===== src/verilog/cpu_pkg.sv =====
`default_nettype none

package cpu_pkg;

	// opcodes
	localparam logic [6:0] OP_R       = 7'b0000011;
	localparam logic [6:0] OP_R_I     = 7'b1000011;
	localparam logic [6:0] OP_U_LUI   = 7'b0100011;
	localparam logic [6:0] OP_U_AUIPC = 7'b0110011;
	localparam logic [6:0] OP_SB      = 7'b0010011;
	localparam logic [6:0] OP_UJ      = 7'b0001011;
	localparam logic [6:0] OP_S       = 7'b0001111;
	localparam logic [6:0] OP_I       = 7'b0000111;

	localparam logic [3:0] ALU_ADD    = 4'b0000;
	localparam logic [3:0] ALU_SLT    = 4'b0001;
	localparam logic [3:0] ALU_SLTU   = 4'b0010;
	localparam logic [3:0] ALU_AND    = 4'b0011;
	localparam logic [3:0] ALU_OR     = 4'b0100;
	localparam logic [3:0] ALU_XOR    = 4'b0101;
	localparam logic [3:0] ALU_SLL    = 4'b0110;
	localparam logic [3:0] ALU_SRL    = 4'b0111;
	localparam logic [3:0] ALU_SUB    = 4'b1000;
	localparam logic [3:0] ALU_SRA    = 4'b1001;
	localparam logic [3:0] ALU_PASS_B = 4'b1010;

	localparam logic [1:0] BR_EQ = 2'b00;
	localparam logic [1:0] BR_NE = 2'b01;
	localparam logic [1:0] BR_LT = 2'b10;
	localparam logic [1:0] BR_GE = 2'b11;

	// store byte enables, low part of load extension
	localparam logic [1:0] W_FULL = 2'b00;
	localparam logic [1:0] W_HALF = 2'b01;
	localparam logic [1:0] W_BYTE = 2'b10;

	typedef union packed {
		struct packed {
			logic [6:0] hi;
			logic [4:0] rs2;
			logic [4:0] rs1;
			logic [2:0] fnct;
			logic [4:0] rd;
			logic [6:0] opcode;
		} r;
		struct packed {
			logic [11:0] imm;
			logic [4:0]  rs1;
			logic [2:0]  fnct;
			logic [4:0]  rd;
			logic [6:0]  opcode;
		} i;
	} instr_t;

	typedef enum logic [2:0] {
		S_IDLE,
		S_FETCH,
		S_EXEC,
		S_MEM,
		S_WB,
		S_HALT
	} seq_state_t;

endpackage

`default_nettype wire


===== src/verilog/cpu_cntr.sv =====
`timescale 1ns/10ps
`default_nettype none

module cpu_cntr
	import cpu_pkg::*;
(
	input  instr_t     instr,
	output logic       sel_a_pc,
	output logic       sel_b_imm,
	output logic       sel_wb_mem,
	output logic       sel_wb_link,
	output logic       is_branch,
	output logic       is_jump,
	output logic       we_mem,
	output logic       we_reg,
	output logic [1:0] be_mem,
	output logic [1:0] brn_type,
	output logic [2:0] sx_cntl,
	output logic [3:0] alu_cntr,
	output logic       alu_s_u,
	output logic       illegal
);

	logic [1:0] fnct7;
	logic [2:0] fnct;

	assign fnct7 = instr.r.hi[6:5];
	assign fnct = instr.r.fnct;

	always_comb begin
		sel_a_pc = 1'b0;
		sel_b_imm = 1'b0;
		sel_wb_mem = 1'b0;
		sel_wb_link = 1'b0;
		is_branch = 1'b0;
		is_jump = 1'b0;
		we_mem = 1'b0;
		we_reg = 1'b0;
		be_mem = W_FULL;
		brn_type = BR_EQ;
		sx_cntl = {1'b1, W_FULL};
		alu_cntr = ALU_ADD;
		alu_s_u = 1'b1;
		illegal = 1'b0;
		case (instr.r.opcode)
			OP_R: begin
				we_reg = 1'b1;
				if (fnct7 == 2'b00) begin
					case (fnct)
						3'b000: alu_cntr = ALU_ADD;
						3'b001: alu_cntr = ALU_SLT;
						3'b010: alu_cntr = ALU_SLTU;
						3'b011: alu_cntr = ALU_AND;
						3'b100: alu_cntr = ALU_OR;
						3'b101: alu_cntr = ALU_XOR;
						3'b110: alu_cntr = ALU_SLL;
						default: alu_cntr = ALU_SRL;
					endcase
				end else begin
					case (fnct)
						3'b000: alu_cntr = ALU_SUB;
						3'b001: alu_cntr = ALU_SRA;
						3'b010: alu_cntr = ALU_PASS_B;
						default: illegal = 1'b1;
					endcase
				end
			end
			OP_R_I: begin
				we_reg = 1'b1;
				sel_b_imm = 1'b1;
				case (fnct)
					3'b000: alu_cntr = ALU_ADD;
					3'b001: alu_cntr = ALU_SLT;
					3'b010: alu_cntr = ALU_AND;
					3'b011: alu_cntr = ALU_OR;
					3'b100: alu_cntr = ALU_XOR;
					3'b101: alu_cntr = ALU_SLL;
					3'b110: alu_cntr = ALU_SRL;
					default: alu_cntr = ALU_SRA;
				endcase
			end
			OP_U_LUI: begin
				we_reg = 1'b1;
				sel_b_imm = 1'b1;
				alu_cntr = ALU_PASS_B;
			end
			OP_U_AUIPC: begin
				we_reg = 1'b1;
				sel_a_pc = 1'b1;
				sel_b_imm = 1'b1;
			end
			OP_SB: begin
				is_branch = 1'b1;
				alu_cntr = ALU_SUB;
				case (fnct)
					3'b000: brn_type = BR_EQ;
					3'b001: brn_type = BR_NE;
					3'b010: brn_type = BR_LT;
					3'b011: begin
						brn_type = BR_LT;
						alu_s_u = 1'b0;
					end
					3'b100: brn_type = BR_GE;
					3'b101: begin
						brn_type = BR_GE;
						alu_s_u = 1'b0;
					end
					default: illegal = 1'b1;
				endcase
			end
			OP_UJ: begin
				// target from pc + offset, link goes to rd
				is_jump = 1'b1;
				we_reg = 1'b1;
				sel_a_pc = 1'b1;
				sel_b_imm = 1'b1;
				sel_wb_link = 1'b1;
			end
			OP_I: begin
				we_reg = 1'b1;
				sel_b_imm = 1'b1;
				case (fnct)
					3'b000: begin
						is_jump = 1'b1;
						sel_wb_link = 1'b1;
					end
					3'b001: sel_wb_mem = 1'b1;
					3'b010: begin
						sel_wb_mem = 1'b1;
						be_mem = W_HALF;
						sx_cntl = {1'b1, W_HALF};
					end
					3'b011: begin
						sel_wb_mem = 1'b1;
						be_mem = W_HALF;
						sx_cntl = {1'b0, W_HALF};
					end
					3'b100: begin
						sel_wb_mem = 1'b1;
						be_mem = W_BYTE;
						sx_cntl = {1'b1, W_BYTE};
					end
					3'b101: begin
						sel_wb_mem = 1'b1;
						be_mem = W_BYTE;
						sx_cntl = {1'b0, W_BYTE};
					end
					default: illegal = 1'b1;
				endcase
			end
			OP_S: begin
				we_mem = 1'b1;
				sel_b_imm = 1'b1;
				case (fnct)
					3'b001: be_mem = W_FULL;
					3'b010: be_mem = W_HALF;
					3'b011: be_mem = W_BYTE;
					default: illegal = 1'b1;
				endcase
			end
			default: illegal = 1'b1;
		endcase
	end

endmodule

`default_nettype wire


===== config.mk =====
export PLATFORM = sky130hd
export DESIGN_NAME = cpu_cntr
export DESIGN_NICKNAME = d
export VERILOG_FILES = /design/src/verilog/cpu_pkg.sv /design/src/verilog/cpu_cntr.sv
export SDC_FILE = /design/constraint.sdc
export NUM_CORES = 1
export LEC_CHECK = 0
export ABC_AREA = 1
export BUFFER_PORTS_ARGS = -buffer_cell sky130_fd_sc_hd__buf_4
export CAP_MARGIN = 10
export CORE_MARGIN = 2
export CORE_UTILIZATION = 35
export DETAILED_ROUTE_END_ITERATION = 6
export PLACE_DENSITY_LB_ADDON = 0.05
export SYNTH_ARGS = -nofsm -noshare
export SYNTH_HDL_FRONTEND = slang
export SYNTH_SLANG_ARGS = --single-unit
export TNS_END_PERCENT = 50

===== constraint.sdc =====
create_clock -name vclk -period 1.02
set_clock_uncertainty 0.2 [all_clocks]
set_input_delay 0.102 -clock vclk [all_inputs]
set_output_delay 0.102 -clock vclk [all_outputs]
set_load 0.05 [all_outputs]

After elaboration in Yosys (flattened, before gate mapping):

Cells that the tools add are included.
W data, S select, Z words.

* equal/unequal tests: 14
* reduce and logical (&&, ||, !) cells: 14
* mux-type cells: 28

Operators by type and width (count)
* $pmux W4 S7: 1
* $pmux W3 S7: 1
* $reduce_or A6 Y1: 3
* $pmux W4 S4: 1
* $eq A7 B4 Y1 const B: 2
* $eq A7 B6 Y1 const B: 2
* $mux W1: 14
* $pmux W2 S2: 3
* $pmux W3 S4: 1
* $pmux W4 S3: 1
* $reduce_or A2 Y1: 5
* $eq A3 B3 Y1 const B: 3
* $eq A7 B2 Y1 const B: 1
* $eq A7 B3 Y1 const B: 1
* $eq A7 B5 Y1 const B: 1
* $eq A7 B7 Y1 const B: 1
* $eq A3 B2 Y1 const B: 2
* $pmux W2 S3: 1
* $reduce_or A3 Y1: 2
* $reduce_or A5 Y1: 1
* $mux W4: 1
* $pmux W1 S4: 1
* $reduce_or A4 Y1: 1
* $eq A3 B1 Y1 const B: 1
* 5 further kinds: 5

* input bits: 32
* word-level logic and storage cells: 56
* output and inout bits: 21
* bits in registers: 0

Depth between registers and ports, before layout:

Gate-level depths: netlist (run 1).

* depth in word-level cells: 5
* depth in mapped cells: 8
* gate-level depth less buffers: 8

Least setup slack after synthesis (run 1):

No wires, ideal clock.

* path kind: input -> output
* start: in instr[5] (netlist name)
* end: out sel_wb_link
* arrival: 1.592 ns
* cell stages on the path: 6
* setup slack: -0.874 ns
* path buffers: 1
* data required time: 0.718 ns
* cells stage by stage: inv_2 nand2_2 nor2_4 nand2_4 o31ai_2 buf_4

* cells in the longest elaborated chain, start to end: 2
* elaborated cells on any way between the ends: 3
* classes of those cells: 2 x eq/ne; 1 x mux

Ends and longest elaborated chain
* start: declaration: RTL line cpu_cntr.sv:7 `input instr_t instr,`
* $eq A7 B3 Y1 / $eq A7 B4 Y1 (equally long branches)
* $pmux W1 S2 *
* end: declaration: RTL line cpu_cntr.sv:11 `output logic sel_wb_link,`

Mark *: on every way between the ends. The rest lies on a longest branch, timed or not.

Final worst setup path (run 1):

* start: in instr[5] (netlist name)
* end: out sel_wb_link

* cells in the longest elaborated chain, start to end: 2
* elaborated cells on any way between the ends: 3
* classes of those cells: 2 x eq/ne; 1 x mux

Ends and longest elaborated chain
* $eq A7 B3 Y1 / $eq A7 B4 Y1 (equally long branches): RTL line cpu_cntr.sv:45 `case (instr.r.opcode)`
* $pmux W1 S2 *: RTL line cpu_cntr.sv:45

Marked as above.

==> out/qor.txt, run 1 <==
CP Capture Point = sel_wb_link
CP Depth = 7
Critical Path Source = instr[5]
dpl cells = 167
slowest cell on the critical path = o31ai_4
IO Port Bufs = 33
sequential share of the synthesized area = 0%
Seq Cell Count = 0
CP Launch Type = primary input
global route overflow = 0
Post-DRT Antenna Nets = 0
min cycle time layout = 1.473 ns
unrepaired setup endpoints after global routing = true
largest net degree at the start of global routing = 9
initial antenna violation count = 0
dpl hpwl = 1603 µm
Synthesis Warnings = 0
Avg WL per Cell = 17.48 µm
hold buffer count at CTS = 0
period utilisation layout = 144.4%
fin. max-slew vios = 0
WP data required = 0.72 ns
worst setup margin = -0.4526 ns
Synth area leaders = nand2_1 24%, nor2_1 12%, nand2_2 9.3%, nand3_1 9.3%, inv_1 8.4%
Initial Util = 36.48%
slowest stage delay, CP = 0.33 ns
setup TNS = -7.425 ns
Yosys cell types = 20
peak supply drop = 290.9 µV
global-route wire length before repair = 4153 µm
status = finished, violations left
core box area = 1471 µm²
share of post-route cells with drive strength above 1 = 64.02%
most frequent cells in the layout = 32 x nand2_1, 27 x buf_4, 19 x buf_6
final std cells w/o fill = 180
drt via density = 5.622
vias in the first global route = 911
Die Y = 43.16 µm
final hold vios = 0
fmax = 679.0 MHz
global placer's final weighted congestion = 0.8269
Top delay family on crit path = buffers and inverters
number of I/O pins = 53
violated checks = negative setup slack
slew of the pin with the lowest slew margin = 0.2846 ns
Final #Nets = 198
Synthesized Nets = 143
# DRC = 0
crit end category = primary output
GRT Total Usage = 28.19%
Setup violations, final = 21
most common cell after layout, fill and taps aside = nand2_1
leakage power = 0.7040 nW
diode count = 0
clock buffers = 0
arrival time of the worst setup path = 1.17 ns
top cell type's share of synthesized area = 24.48%
cell count after synthesis = 111
Setup Crit Path Kind = in2out
Iter 0 DRT Violations = 28
Finished Core Util = 92.69%
PD cells = 282.6 nW/µm²
Buf/Inv on CP = 3
worst hold path type = in2out
DR vias = 1,012
area leader, netlist = nand2_1
Post-Route WL = 3146 µm
die area = 1863 µm²
max_cap viols = 0
Crit Path Max Fanout = 5
Syn Area/Cell = 4.836 µm²
first-pass iteration count of the detailed router = 4
die span in x = 43.16 µm
worst rel slew slack = 81.02%
Area growth, synth to finish = 154.1%
FF/Latch Area = 0 µm²
Row Count = 14
Post-Syn Area = 536.8 µm²
crit path cell chain = buf_8 > inv_8 > nand2_8 > nor2_4 > nand2_4 > o31ai_4 > buf_6
==> power by group <==
group	internal, W	total, W	switching (W)	leakage, nW
registers	0	0	0	0
clock network	0	0	0	0
logic	0.000154	0.000385	0.000232	0.704
total	0.000154	0.000385	0.000232	0.704
==> worst min-delay path by stage <==
stage          slack [ns]           to  startpoint  depth (start not counted)
3_3_place_gp         0.43  alu_cntr[2]   instr[30]                          5
6_report             0.41  alu_cntr[2]   instr[30]                          5
5_1_grt              0.43  alu_cntr[2]   instr[31]                          5
3_5_place_dp         0.43  alu_cntr[2]   instr[30]                          5
2_1_floorplan        0.20  brn_type[0]   instr[12]                          2
4_1_cts              0.41  alu_cntr[2]   instr[30]                          5
==> per-layer routing <==
layer | track usage [%] | share of wire, % | up-vias
met5 | 0 | 0 | -
met4 | 2.424 | 5.6 | 0
met3 | 1.277 | 6.9 | 20
met2 | 56.72 | 52 | 71
met1 | 32.91 | 36 | 471
li1 | - | - | 450
==> kinds of logic after synthesis <==
| kind of cell | Yosys count | synth area share (%) |
|---|---|---|
| buf+inv | 21 | 16.78 |
| compound gates | 10 | 12.12 |
| simple gates | 80 | 71.10 |
==> cell type report <==
type,count,area (µm²)
Timing Repair Buffer,54,536.8
Tap cell,16,20.02
Inverter,19,112.6
Multi-Input combinational cell,91,694.4
Fill cell,47,107.6
==> cells in the mapped netlist <==
library cell,instances
nor2_2,4
a31oi_1,1
nor2_1,17
buf_6,1
buf_4,1
nand2_1,35
o21ai_1,1
inv_2,7
o31ai_2,1
a21oi_1,1
nand2_2,8
nand2_4,1
o22ai_1,2
nand3_2,1
o21ai_0,3
nand4_1,1
nor2_4,3
a21oi_2,1
inv_1,12
nand3_1,10
==> stage by stage <==
step                worst slack (ns)  hold WS, ns  power (W)  instance area [µm²]
CTS                          -0.3658       0.4140  0.0003329                 1245
global route                 -0.4711       0.4349  0.0004019                 1364
floorplan                    -0.5542       0.2005  0.0001673                688.2
global placement             -0.4177       0.4305  0.0002649                992.2
finish                       -0.4526       0.4097  0.0003853                 1364
detailed placement           -0.4490       0.4339  0.0002701                992.2
==> what timing repair did <==
item	in CTS	in global routing
buffers inserted	8	4
pin swaps	10	9
gates resized for setup	47	20
endpoints found under the hold margin	0	0
cloned	1	0
setup endpoints to repair	21	21
Power figures use the tool's default switching activity.
==> run 2: changes to the inputs <==
--- a/config.mk
+++ b/config.mk
@@ -8,6 +8,7 @@
 export ABC_AREA = 1
 export BUFFER_PORTS_ARGS = -buffer_cell sky130_fd_sc_hd__buf_4
 export CAP_MARGIN = 10
+export CORE_ASPECT_RATIO = 1.1
 export CORE_MARGIN = 2
 export CORE_UTILIZATION = 35
 export DETAILED_ROUTE_END_ITERATION = 6
==> out/qor.txt, run 2 (same netlist as run 1, synthesis figures left out) <==
period utilisation layout = 144.3%
Seq pwr share = 0%
most used cell, CP = nand2_1
Hold Startpoint = instr[31]
first-pass iteration count of the detailed router = 4
global placer's final weighted congestion = 0.8838
largest net degree at the start of global routing = 9
worst hold path endpoint = alu_cntr[2]
leakage power = 0.6600 nW
violated checks = negative setup slack
# DRC = 0
unrepaired setup endpoints after global routing = true
clock buffers = 0
fmax = 679.5 MHz
WP data required = 0.72 ns
setup TNS = -6.882 ns
IO Port Bufs = 33
most common cell after layout, fill and taps aside = nand2_1
min cycle time layout = 1.472 ns
Die Y = 45.07 µm
FF/Latch Area = 0 µm²
slew of the pin with the lowest slew margin = 0.2847 ns
final std cells w/o fill = 176
internal power component = 0.0001406 W
max_cap viols = 0
Row Count = 14
die span in x = 41.34 µm
peak supply drop = 211.5 µV
worst rel slew slack = 80.97%
Top delay family on crit path = simple AND/OR/NAND/NOR gates
most frequent cells in the layout = 32 x nand2_1, 24 x buf_4, 19 x buf_6
DR vias = 954
initial antenna violation count = 0
Seq Cell Count = 0
arrival time of the worst setup path = 1.17 ns
final hold vios = 0
NetSw = 0.0002080 W
hold buffer count at CTS = 0
sw frac = 59.67%
diode count = 0
PD cells = 269.7 nW/µm²
number of I/O pins = 53
dpl hpwl = 1391 µm
Setup Crit Path Kind = in2out
Iter 0 DRT Violations = 42
fillers = 55
slowest stage delay, CP = 0.17 ns
dpl cells = 170
worst hold path type = in2out
Clock power frac = 0%
share of post-route cells with drive strength above 1 = 61.88%
slowest cell on the critical path = nor2_1
crit path cell chain = buf_4 > nand2_1 > inv_1 > nor2_1 > nor2_1 > nand2_1 > nand2_1 > nor2_1 > nand2_1 > buf_6
Initial Util = 38.30%
hold depth = 5
Area growth, synth to finish = 140.8%
CP Launch Type = primary input
drt via density = 5.420
Post-Route WL = 2731 µm
Final #Nets = 194
die area = 1863 µm²
Buf/Inv on CP = 3
Avg WL per Cell = 15.52 µm
worst setup margin = -0.4517 ns
global-route wire length before repair = 3305 µm
Setup violations, final = 21
global route overflow = 0
Gate power share = 100.0%
Crit Path Max Fanout = 5
Post-DRT Antenna Nets = 0
fin. max-slew vios = 0
GRT Total Usage = 24.76%
vias in the first global route = 789
crit end category = primary output
core box area = 1401 µm²
status = finished, violations left
-- run 2: cell types whose count changed in the layout (fill, tap and decap cells not counted), sizes merged --
cell | before | now
buf | 54 | 51
nand2 | 45 | 44
-- run 2: cell type report --
| type | instances | area [µm²] | share of cell area [%] |
|---|---|---|---|
| inverters | 19 | 112.6 | 8.712 |
| multi-input cells | 90 | 640.6 | 49.56 |
| well taps | 16 | 20.02 | 1.549 |
| repair buffers | 51 | 519.2 | 40.17 |
-- run 2: how the worst max path moves through the flow --
stage                              to  depth (start not counted)  slack, ns  startpoint
after floorplan           sel_wb_link                          6      -0.55    instr[6]
after global placement    alu_cntr[3]                         10      -0.40    instr[2]
after detailed placement  sel_wb_link                          7      -0.41    instr[6]
after CTS                     illegal                         10      -0.39    instr[2]
after global routing          illegal                         10      -0.49   instr[13]
final                         illegal                         10      -0.45   instr[13]
-- run 2: power groups by stage --
stage	registers (W)	logic [W]	clock network [W]
final	0	0.000349	0
after CTS	0	0.000309	0
after floorplan	0	0.000167	0
after global placement	0	0.000268	0
after global routing	0	0.000367	0
after detailed placement	0	0.000271	0
-- run 2: per-layer routing --
| layer | vias up | share of wire (%) | GRT usage [%] |
|---|---|---|---|
| li1 | 445 | - | - |
| met1 | 440 | 37 | 30.42 |
| met2 | 63 | 54 | 47.50 |
| met3 | 6 | 7.4 | 0.4926 |
| met4 | 0 | 1.5 | 1.935 |
| met5 | - | 0 | 0 |
-- run 2: what timing repair did --
action,in CTS,in global routing
gates resized for setup,43,17
endpoints found under the setup margin,21,21
buffers inserted,3,3
pin swaps,13,8
endpoints found under the hold margin,0,0
-- run 2: through the flow --
| stage | hold slack [ns] | setup WS (ns) | utilization, % | instance area (µm²) | total power (W) |
|---|---|---|---|---|---|
| after floorplan | 0.2005 | -0.5542 | - | 688.2 | 0.0001673 |
| after global placement | 0.4287 | -0.4002 | 72.41 | 1015 | 0.0002676 |
| after detailed placement | 0.4269 | -0.4103 | 72.41 | 1015 | 0.0002711 |
| after CTS | 0.4088 | -0.3862 | 85.89 | 1204 | 0.0003092 |
| after global routing | 0.4369 | -0.4909 | 92.23 | 1292 | 0.0003675 |
| final | 0.4212 | -0.4517 | 92.23 | 1292 | 0.0003485 |
