File: config.mk
export PLATFORM = sky130hd
export DESIGN_NAME = pc_counter
export DESIGN_NICKNAME = d
export VERILOG_FILES = /design/src/verilog/pc_counter.sv
export SDC_FILE = /design/constraint.sdc
export NUM_CORES = 1
export LEC_CHECK = 0
export BUFFER_PORTS_ARGS = -buffer_cell sky130_fd_sc_hd__buf_2
export CORE_MARGIN = 8
export CORE_UTILIZATION = 40
export CTS_CLUSTER_SIZE = 10
export DETAILED_ROUTE_END_ITERATION = 8
export PLACE_DENSITY = 0.72
export SETUP_SLACK_MARGIN = 0.05
export SLEW_MARGIN = 0
export SYNTH_ARGS = -nofsm -noshare
export SYNTH_HDL_FRONTEND = slang
export SYNTH_SLANG_ARGS = --single-unit
File: constraint.sdc
create_clock -name clk -period 2.9 [get_ports clk]
set_input_delay 0.29 -clock clk [delete_from_list [all_inputs] [get_ports clk]]
set_output_delay 0.29 -clock clk [all_outputs]
set_load 0.03 [all_outputs]
File: src/verilog/pc_counter.sv
`timescale 1ns/10ps
`default_nettype none

module pc_counter #(
	parameter int CODE_DEPTH = 64
) (
	input  logic        clk,
	input  logic        rst_n,
	input  logic        step,
	input  logic        jump,
	input  logic [31:0] target,
	output logic [31:0] pc,
	output logic [31:0] pc_plus4
);

	// one past the last code byte
	localparam logic [31:0] PC_LIMIT = 32'(CODE_DEPTH * 4);

	assign pc_plus4 = pc + 32'd4;

	always_ff @(posedge clk or negedge rst_n) begin
		if (!rst_n) begin
			pc <= '0;
		end else if (jump) begin
			pc <= {target[31:2], 2'b00};
		end else if (step) begin
			if (pc_plus4 >= PC_LIMIT)
				pc <= '0;
			else
				pc <= pc_plus4;
		end
	end

endmodule

`default_nettype wire

Word level (Yosys, flattened, before mapping) --
Index checks and enable logic that the tools add are counted.
Word-level totals: bits in registers 32, output and inout bits 64, logic and storage cells 7
Operators by class: $add $sub $neg 1, $lt $le $gt $ge 1, mux-type cells 3, reductions and logical operators 1
Operators by type and width (number):
- two-way mux 32 bit | 3
- adder 32 x 3 -> 32 bit, second input constant | 1
- >= comparator 32 x 9 -> 1 bit, second input constant | 1
- nonzero test 2 bit | 1

Longest topological paths before layout --
Gate-level depths: netlist (run 1).
depth after elaboration 5, mapped depth 9

Worst setup path before layout (run 1) --
OpenSTA, ideal clock, no wires.
path type flip-flop to flip-flop, from register pc[2], to register pc[6], setup time 90 ps, data arrival time 2723 ps, data required time 2810 ps, setup slack 87 ps, cell stages (with the launch flop) 9, path buffers 0, period minus slack after synthesis 2813 ps, cells stage by stage dfrtp_1 -> ha_1 -> and3_1 -> nand2_2 -> nor3b_1 -> nand3_1 -> a2111oi_4 -> a41oi_1 -> o221ai_1
Between the ends: longest elaborated chain between the ends 5
Ends and longest elaborated chain:
- from (decl) | line 12 | output logic [31:0] pc,
- from (signal assigned) | line 25 | pc <= {target[31:2], 2'b00};
- from (signal assigned) | line 30 | pc <= pc_plus4;
- adder 32 x 3 -> 32 bit * | line 19 | assign pc_plus4 = pc + 32'd4;
- >= comparator 32 x 9 -> 1 bit | line 27 | if (pc_plus4 >= PC_LIMIT)
- two-way mux 32 bit * | line 27
- two-way mux 32 bit * | line 26 | end else if (step) begin
- two-way mux 32 bit * | line 24 | end else if (jump) begin
Mark *: on every way between the ends. The rest lies on a longest branch, timed or not. The select of a mux whose other input is x is not followed. A chain may end at the register's enable or synchronous reset.

Worst setup path in the final report (run 1) --
from register pc[10], to register pc[6]
Between the ends: longest elaborated chain between the ends 5
Ends and longest elaborated chain (line):
- adder 32 x 3 -> 32 bit | 19
- >= comparator 32 x 9 -> 1 bit | 27
- two-way mux 32 bit | 27
- two-way mux 32 bit | 26
- two-way mux 32 bit | 24
Every way passes these cells. The select of a mux whose other input is x is not followed.

==> metrics.md, run 1 <==
| Metric | Value |
|---|---|
| Status | `completed` |
| Met3 WL | `between 400 and 500 µm` |
| Worst setup path startpoint | `pc[10]` |
| Pin count of the biggest net entering global routing | `58` |
| Post-DP HPWL | `6000 µm` |
| Critical path capture point type | `flip-flop` |
| Antenna cell count | `0` |
| EDFF count, synth | `0` |
| Ports | `100` |
| Final Cell Area | `0.00319 mm²` |
| DP Area | `0.00307 mm²` |
| Longest Clk Path Bufs | `2` |
| Clk_lat worst skew | `around 0.28 ns` |
| # DRC | `0` |
| Lkg Pwr | `0.00151 µW` |
| Total global routing overflow | `0` |
| Layout cell share with drive strength beyond 1 | `36.0%` |
| Arrival time worst endpoint | `2.92 ns` |
| Wire per inst | `15.6 µm` |
| Metal2 WL | `3650 µm` |
| Share of the synthesized area in the top cell type | `31.5%` |
| WS Path Type | `reg -> reg` |
| PortBufs | `93` |
| DR iter-0 viols | `approximately 120` |
| Worst-path clk slew | `0.07 ns` |
| Initial core utilization | `roughly two fifths` |
| Core Util, Final | `54.6%` |
| Finish-stage setup viols | `0` |
| Die area | `0.00868 mm²` |
| Drt total wl | `roughly 7500 µm` |
| CTS tree | `built` |
| Cell with the most instances after synthesis | `nand2_1` |
| Routed length on met1 | `3340 µm` |
| Setup TNS | `0 ns` |
| Fin nets | `445` |
| Core area | `0.00585 mm²` |
| Fin. Hold Viols | `0` |
| Drt pass-1 iters | `4` |
| Cells after Synth | `296` |
| Sink Count | `30` |
| Max reg flops | `30` |
| CTS buffer count | `5` |
| Hold Crit Class | `in -> async` |
| Distinct cells, synth | `53` |
| Layout Skew | `0.00786 ns` |
| Vias in the first global route | `2484` |
| First-pass GRT wire length | `12400 µm` |
| #FFs+latches synth | `30` |
| CP Data Required Time | `3.11 ns` |
| GP Congestion | `approximately 0.92` |
| GRT Util Overall | `17.6%` |
| Measured slew at the worst slew-check pin | `0.683 ns` |
| Synth top area cells | `dfrtp_1 32%, nand2_1 7.4%, nand2b_1 6.3%` |
| Rows | `28` |
| Tmin final | `between 2 and 3 ns` |
| RSZ-0062 raised after global routing | `no` |
| Syn avg cell area | `8.04 µm²` |
| Cell area after synthesis | `around 0.0024 mm²` |
| DR top layer | `met4` |
| Top_reg_cell synth | `dfrtp_1` |
| Max-slew violation count | `0` |
| Crit path launch type | `flip-flop` |
| Area grow syn2layout | `34.2%` |
| Antenna-violating nets left | `0` |
| Worst Path Max Fanout | `6` |
| Leading area contributor after synthesis | `dfrtp_1` |
| Die extent in x | `just over 90 µm` |
| Yosys warning count | `0` |
| Vias per cell | `5.27` |
| Post-synth top cells | `47 x nand2_1, 30 x dfrtp_1, 25 x o21ai_0` |
| Total of max-cap violations | `0` |
| Chip height | `93.2 µm` |
| Via count | `2544` |
| Root buf cell | `clkbuf_8` |
| Seq/Total Area, Yosys | `31.5%` |
| Initial antenna violation count | `0` |
| VDD IR max | `between 0.00015 and 0.0002 V` |
| Rel. slew slack | `between 50 and 60%` |
| Largest registers | `pc (30)` |
| FMAX | `369 MHz` |
| Hold Buf Count CTS | `0` |
| Final period util | `93.5%` |
| Post-synth ARST share | `100%` |
| PwrDens | `388 mW/mm²` |
| H-tree depth | `2` |
| Reg2reg start | `pc[10]` |
| Reg with most FFs | `pc` |
## timing repair
| item | in CTS | in global routing |
|---|---|---|
| buffers inserted | 0 | 1 |
| gates resized for setup | 0 | 8 |
| setup endpoints to repair | 0 | 7 |
## where the power goes
| part | internal [µW] | total (µW) | switching, µW | leakage [µW] |
|---|---|---|---|---|
| Clock | 165 | 316 | 151 | 0.0000383 |
| Sequential | 449 | 491 | 42.0 | 0.000377 |
| Combinational | 145 | 432 | 286 | 0.00109 |
| Total | 759 | 1240 | 480 | 0.00151 |
## stage by stage
step	worst slack (ns)	hold slack, ns	cells	total power, µW
2_1_floorplan	0.0871	-0.00559	299	776
6_report	0.188	0.0457	483	1240
5_1_grt	0.0344	0.0925	483	1310
3_3_place_gp	0.188	0.361	475	922
4_1_cts	0.150	0.0699	482	1250
3_5_place_dp	0.177	0.371	475	929
## kinds of logic (layout without fill, tap and decap cells)
| family | Yosys count | count (layout) | synth area share [%] |
|---|---|---|---|
| AOI/OAI and AO/OA | 51 | 51 | 14.7 |
| xor gates and xnor gates | 23 | 23 | 8.46 |
| adders and majority gates | 1 | 1 | 0.525 |
| buffers and inverters | 31 | 140 | 6.10 |
| DFF | 30 | 30 | 31.5 |
| muxes | 3 | 3 | 1.26 |
| other | 1 | 4 | 0.157 |
| and+or+nand+nor | 156 | 156 | 37.3 |
## layout make-up
| type | instances | area, µm² |
|---|---|---|
| timing repair buffer | 124 | 702 |
| inverter | 9 | 33.8 |
| fill | 591 | 2660 |
| tap | 75 | 93.8 |
| clock buffer | 7 | 76.3 |
| multi-input combinational | 238 | 1540 |
| sequential | 30 | 752 |
## final timing paths
check | to | slack (ns) | depth (start not counted)
setup / recovery | pc[6] | 0.19 | 9
hold / removal | pc[8] | 0.05 | 1
setup reg to reg | pc[6] | 0.19 | 9
hold reg to reg | pc[31] | 0.58 | 2
max in group asynchronous | pc[9] | 2.38 | 1
min in group clk | pc[26] | 0.21 | 3
## critical path, stage by stage, from the launching register on
cell      delay (ns)
dfrtp_1         0.39
nand3_2         0.14
buf_4           0.19
or4_4           0.56
o41ai_4         0.37
nand4_1         0.20
nor4_4          0.31
buf_6           0.16
a41oi_1         0.14
o221ai_2        0.17
## placed cells by master, fill, tap and decap left out, types with 3 or more instances in the layout
master,instances
a21oi_1,3
a41oi_1,3
and3_1,8
buf_2,93
buf_4,30
clkbuf_8,5
conb_1,4
dfrtp_1,29
inv_1,9
mux2i_1,3
nand2_1,47
nand2b_1,24
nand3_1,16
nand4_1,11
nor2_1,9
nor3_1,5
nor3b_1,3
nor4_1,5
nor4b_1,3
o21ai_0,25
o31ai_1,3
or4_1,4
xnor2_1,15
xor2_1,8
## routing by layer
metal	up-vias	track usage, %
met5	-	0
met3	8	4.33
met1	1198	21.9
met4	0	4.70
met2	65	29.5
li1	1273	-
Note: power is estimated with default switching activity, not from simulation.
==> run 2: changes to the inputs <==
--- a/config.mk
+++ b/config.mk
@@ -5,12 +5,14 @@
 export SDC_FILE = /design/constraint.sdc
 export NUM_CORES = 1
 export LEC_CHECK = 0
-export BUFFER_PORTS_ARGS = -buffer_cell sky130_fd_sc_hd__buf_2
 export CORE_MARGIN = 8
 export CORE_UTILIZATION = 40
 export CTS_CLUSTER_SIZE = 10
 export DETAILED_ROUTE_END_ITERATION = 8
-export PLACE_DENSITY = 0.72
+export DONT_BUFFER_PORTS = 1
+export MAX_ROUTING_LAYER = met4
+export PLACE_DENSITY = 0.57
+export REMOVE_ABC_BUFFERS = 1
 export SETUP_SLACK_MARGIN = 0.05
 export SLEW_MARGIN = 0
 export SYNTH_ARGS = -nofsm -noshare
==> run 2 against run 1 <==
Clock skew rose by 0.0010 ns. Fmax fell by 0.56%. Final cell count fell by 14%. Sequential share of layout area rose by 2.1 points. Largest power group unchanged. Wire length rose by 0.36%. Setup slack got worse by 0.015 ns. Flip-flop and latch count did not move. Non-clock buffer count fell by 70. Sequential power barely moved. Power rose by 3.5%. Die area did not move.
==> metrics.md, run 2 (synthesis gave the netlist of run 1 again) <==
| Metric | Value |
|---|---|
| Largest registers | `pc (30)` |
| CTS tree | `built` |
| Rel. slew slack | `between 50% and 60%` |
| Wire per inst | `18.2 µm` |
| Die extent in x | `~93 µm` |
| Antenna cell count | `0` |
| CP Capture Point | `pc[4]` |
| GRT Util Overall | `17.6%` |
| Fin nets | `375` |
| R2r setup slk | `0.17 ns` |
| Max reg flops | `30` |
| Fin. Hold Viols | `0` |
| Clk_lat worst skew | `0.29 ns` |
| Worst setup path startpoint | `pc[5]` |
| PwrDens | `roughly 440 mW/mm²` |
| Total global routing overflow | `0` |
| Reg2reg start | `pc[5]` |
| Reg with most FFs | `pc` |
| CTS buffer count | `5` |
| Via count | `2342` |
| H-tree depth | `2` |
| Finish-stage setup viols | `0` |
| Chip height | `93.2 µm` |
| Reg2reg path depth | `7` |
| Longest Clk Path Bufs | `2` |
| Critical path capture point type | `flip-flop` |
| Total of fill cells in the finished design | `575` |
| Drt total wl | `7550 µm` |
| Worst-path clk slew | `0.07 ns` |
| Final period util | `94.0%` |
| Die area | `approximately 0.0087 mm²` |
| Arrival time worst endpoint | `2.93 ns` |
| Vias in the first global route | `~2300` |
| Placement Setup Slack | `0.0746 ns` |
| Hold Crit Class | `in -> reg` |
| GP Congestion | `0.886` |
| WS Path Type | `reg -> reg` |
| Post-DP HPWL | `5720 µm` |
| Layout Skew | `0.00887 ns` |
| Status | `completed` |
| Drt pass-1 iters | `4` |
| Core Util, Final | `50.3%` |
| Initial core utilization | `40.7%` |
| FMAX | `~370 MHz` |
| Most frequent cells in the layout | `52 x buf_4, 47 x nand2_1, 27 x dfrtp_1` |
| Hold Slack | `0.105 ns` |
| Largest stage delay, worst path | `0.51 ns` |
| Antenna-violating nets left | `0` |
| Lkg Pwr | `roughly 0.0012 µW` |
| PortBufs | `0` |
| Total of max-cap violations | `0` |
| Core area | `0.00585 mm²` |
| Measured slew at the worst slew-check pin | `0.689 ns` |
| Pin count of the biggest net entering global routing | `59` |
| Crit path launch type | `flip-flop` |
| Root buf cell | `clkbuf_8` |
| Sink Count | `30` |
| Slowest stage cell, crit path | `or4_4` |
| RSZ-0062 raised after global routing | `no` |
| Ports | `100` |
| Layout cell share with drive strength beyond 1 | `between 20% and 30%` |
| Commonest non-fill, non-tap cell in the layout | `buf_4` |
| CP Data Required Time | `between 3 and 4 ns` |
| RR Endpoint | `pc[4]` |
| Area grow syn2layout | `23.5%` |
| First-pass GRT wire length | `about 12000 µm` |
| # DRC | `0` |
| Crit path cell chain | `nand4_1, or4_4, o41ai_2, nand4_1, nor4_4, nand3_2, o221ai_1` |
| Setup ws final | `between 0.15 and 0.2 ns` |
| Tmin final | `~2.7 ns` |
| VDD IR max | `~0.00019 V` |
| Most numerous cell on the critical path | `nand4_1` |
| Setup TNS | `0 ns` |
| DR iter-0 viols | `133` |
| Vias per cell | `5.66` |
| Max-slew violation count | `0` |
| Rows | `28` |
| Initial antenna violation count | `0` |
| Worst Path Max Fanout | `7` |
[run 2: layer usage]
layer | global-route usage [%] | wire, µm
met3 | 4.09 | 461
met5 | - | 0
met4 | 4.70 | 79
met1 | 21.9 | 3380
met2 | 27.9 | 3630
[run 2: worst min path at each step]
stage / depth (start not counted) / startpoint / to / slack (ns)
global placement: 0 / rst_n / pc[22] / -0.005
floorplan: 0 / rst_n / pc[10] / -0.006
detailed placement: 0 / rst_n / pc[22] / -0.004
global route: 1 / step / pc[25] / 0.09
finish: 1 / step / pc[30] / 0.11
CTS: 1 / step / pc[20] / 0.10
[run 2: critical path: cells and delay by family, from the launching register on]
| kind | cells | cell delay (ns) |
|---|---|---|
| AOI/OAI and AO/OA | 2 | 0.61 |
| DFF | 1 | 0.46 |
| and+or+nand+nor | 5 | 1.57 |
[run 2: final cells by class]
class,instances,area (µm²),share of cell area [%]
Multi-Input combinational cell,238,1530,52.0
Timing Repair Buffer,54,420,14.3
Clock buffer,8,110,3.74
Tap cell,75,93.8,3.19
Inverter,9,33.8,1.15
Sequential cell,30,754,25.7
[run 2: report_power, final]
part / leakage [µW] / total [µW] / switching [µW] / internal, µW
Sequential: 0.000375 / 488 / 39.1 / 449
Combinational: 0.000795 / 390 / 266 / 124
Clock: 0.0000575 / 404 / 164 / 240
[run 2: timing repair]
item                       in CTS  in global routing
resized for setup               0                  8
setup buffers                   0                  1
hold endpoints to repair       30                  0
setup endpoints to repair       0                  8
hold buffers                    2                  0
[run 2: metrics by stage]
stage	area (µm²)	power (µW)	cells
floorplan	2280	753	277
global placement	2760	867	403
detailed placement	2760	871	403
CTS	2900	1290	413
global route	2940	1350	414
finish	2940	1280	414
==> run 3: changes to the inputs <==
==> constraint.sdc (replaced) <==
create_clock -name clk -period 2.9 [get_ports clk]
set_input_delay 0.145 -clock clk [delete_from_list [all_inputs] [get_ports clk]]
set_output_delay 0.145 -clock clk [all_outputs]
set_load 0.03 [all_outputs]
==> run 3 against run 2 <==
Core utilization is 7.4 points higher. Register-to-register slack gained 0.04 ns. Power increased by 4.1%. Sequential share of layout area shrank 3.4 points. Wire length up 6.4%. Clock skew is 0.0012 ns lower. Flip-flop and latch count stayed put. Non-clock buffer count increased by 46. Critical endpoint unchanged.
==> metrics.md, run 3 (synthesis gave the netlist of run 1 again) <==
| Metric | Value |
|---|---|
| Vias in the first global route | `roughly 2600` |
| Most frequent cells in the layout | `53 x buf_4, 47 x nand2_1, 46 x dlygate4sd3_1` |
| Tmin final | `2.69 ns` |
| RR Endpoint | `pc[4]` |
| Max reg flops | `30` |
| Rows | `28` |
| Setup TNS | `0 ns` |
| Measured slew at the worst slew-check pin | `slightly below 0.8 ns` |
| Total of max-cap violations | `0` |
| Via count | `2565` |
| Final std cells w/o fill | `461` |
| Pin count of the biggest net entering global routing | `59` |
| Crit path cell chain | `nand4_2, or4_4, o41ai_2, nand4_1, nor4_4, buf_4, nand3_2, o221ai_1` |
| Die area | `0.00868 mm²` |
| First-pass GRT wire length | `13000 µm` |
| Arrival time worst endpoint | `2.89 ns` |
| Reg2reg path depth | `8` |
| Hold Crit Class | `in -> reg` |
| CTS tree | `built` |
| Vias per cell | `5.56` |
| Hold Startpoint | `target[6]` |
| Largest stage delay, worst path | `0.60 ns` |
| Slowest stage cell, crit path | `or4_4` |
| Lkg Pwr | `0.00140 µW` |
| Drt pass-1 iters | `4` |
| Hold endpoint | `pc[6]` |
| Root buf cell | `clkbuf_8` |
| Longest Clk Path Bufs | `2` |
| Commonest non-fill, non-tap cell in the layout | `buf_4` |
| WS Path Type | `reg -> reg` |
| Worst Path Max Fanout | `6` |
| Finish-stage setup viols | `0` |
| Clk_lat worst skew | `roughly 0.29 ns` |
| Sink Count | `30` |
| Chip height | `between 90 and 100 µm` |
| Fin. Hold Viols | `0` |
| GRT Util Overall | `between 10% and 20%` |
| # DRC | `0` |
| GP Congestion | `0.876` |
| Antenna-violating nets left | `0` |
| Layout Skew | `0.00767 ns` |
| Crit path launch type | `flip-flop` |
| Rel. slew slack | `46.8%` |
| Ports | `100` |
| Initial antenna violation count | `1` |
| Delay-heaviest family, CP | `simple AND/OR/NAND/NOR gates` |
| Fin nets | `421` |
| RSZ-0062 raised after global routing | `no` |
| PwrDens | `396 mW/mm²` |
| Reg2reg start | `pc[9]` |
| Area grow syn2layout | `41.8%` |
| Die extent in x | `93.2 µm` |
| DR iter-0 viols | `126` |
| Worst-path clk slew | `0.07 ns` |
| Hold path cells | `2` |
| Total global routing overflow | `0` |
| PortBufs | `0` |
| DP Cell Count | `403` |
| VDD IR max | `0.000203 V` |
| R2r setup slk | `0.21 ns` |
| Max-slew violation count | `0` |
| Reg with most FFs | `pc` |
| FMAX | `372 MHz` |
| Layout cell share with drive strength beyond 1 | `approximately a fifth` |
| Drt total wl | `8030 µm` |
| H-tree depth | `2` |
| Largest registers | `pc (30)` |
| Initial core utilization | `about two fifths` |
| Core area | `roughly 0.0059 mm²` |
| Final period util | `92.8%` |
| Critical path capture point type | `flip-flop` |
| Bufs and invs on worst path | `1` |
| Status | `completed` |
| Wire per inst | `17.4 µm` |
| CP Data Required Time | `3.10 ns` |
| Post-DP HPWL | `5860 µm` |
| CTS buffer count | `5` |
## run 3: stage by stage
| step | worst slack, ns | hold WS [ns] | power, µW | util (%) | cell area (µm²) |
|---|---|---|---|---|---|
| after floorplan | 0.0861 | -0.151 | 753 | - | 2280 |
| after CTS | 0.129 | 0.0000195 | 1340 | 57.2 | 3350 |
| after detailed placement | 0.136 | -0.150 | 872 | 47.1 | 2760 |
| after global placement | 0.199 | -0.150 | 866 | 47.1 | 2760 |
| after global routing | 0.0872 | 0.00314 | 1400 | 57.7 | 3380 |
| final | 0.209 | 0.000271 | 1340 | 57.7 | 3380 |
## run 3: cell type report
class                      count  area, µm²
fill                         547       2470
multi-input combinational    238       1510
timing repair buffer         100        878
sequential                    30        752
clock buffer                   8        110
tap                           75       93.8
inverter                       9       33.8
antenna                        1       2.50
## run 3: worst max path at each step
stage	slack [ns]	start	depth (start not counted)	to
after CTS	0.13	pc[13]	7	pc[4]
after detailed placement	0.14	pc[13]	7	pc[4]
after global placement	0.20	pc[13]	7	pc[6]
final	0.21	pc[9]	8	pc[4]
after global routing	0.09	pc[14]	8	pc[4]
after floorplan	0.09	pc[2]	8	pc[6]
## run 3: worst reg2reg max path, stage by stage (launching register included)
cell and delay, ns:
dfrtp_1 0.44, nand4_2 0.13, or4_4 0.60, o41ai_2 0.39
nand4_1 0.23, nor4_4 0.29, buf_4 0.18, nand3_2 0.13
o221ai_1 0.21
## run 3: layer usage
layer	wire, µm	GRT usage (%)
met1	3350	22.4
met2	3870	30.9
met3	676	5.77
met4	137	6.17
met5	0	-
## run 3: power breakdown
group / leakage [µW] / switching [µW] / internal, µW
clock network: 0.0000575 / 167 / 240
registers: 0.000377 / 36.1 / 449
logic: 0.000965 / 280 / 164
total: 0.00140 / 483 / 852
## run 3: timing repair
item,in CTS,in global routing
hold buffers,47,0
buffers inserted,0,2
hold endpoints to repair,56,0
gates resized for setup,0,3
setup endpoints to repair,0,6
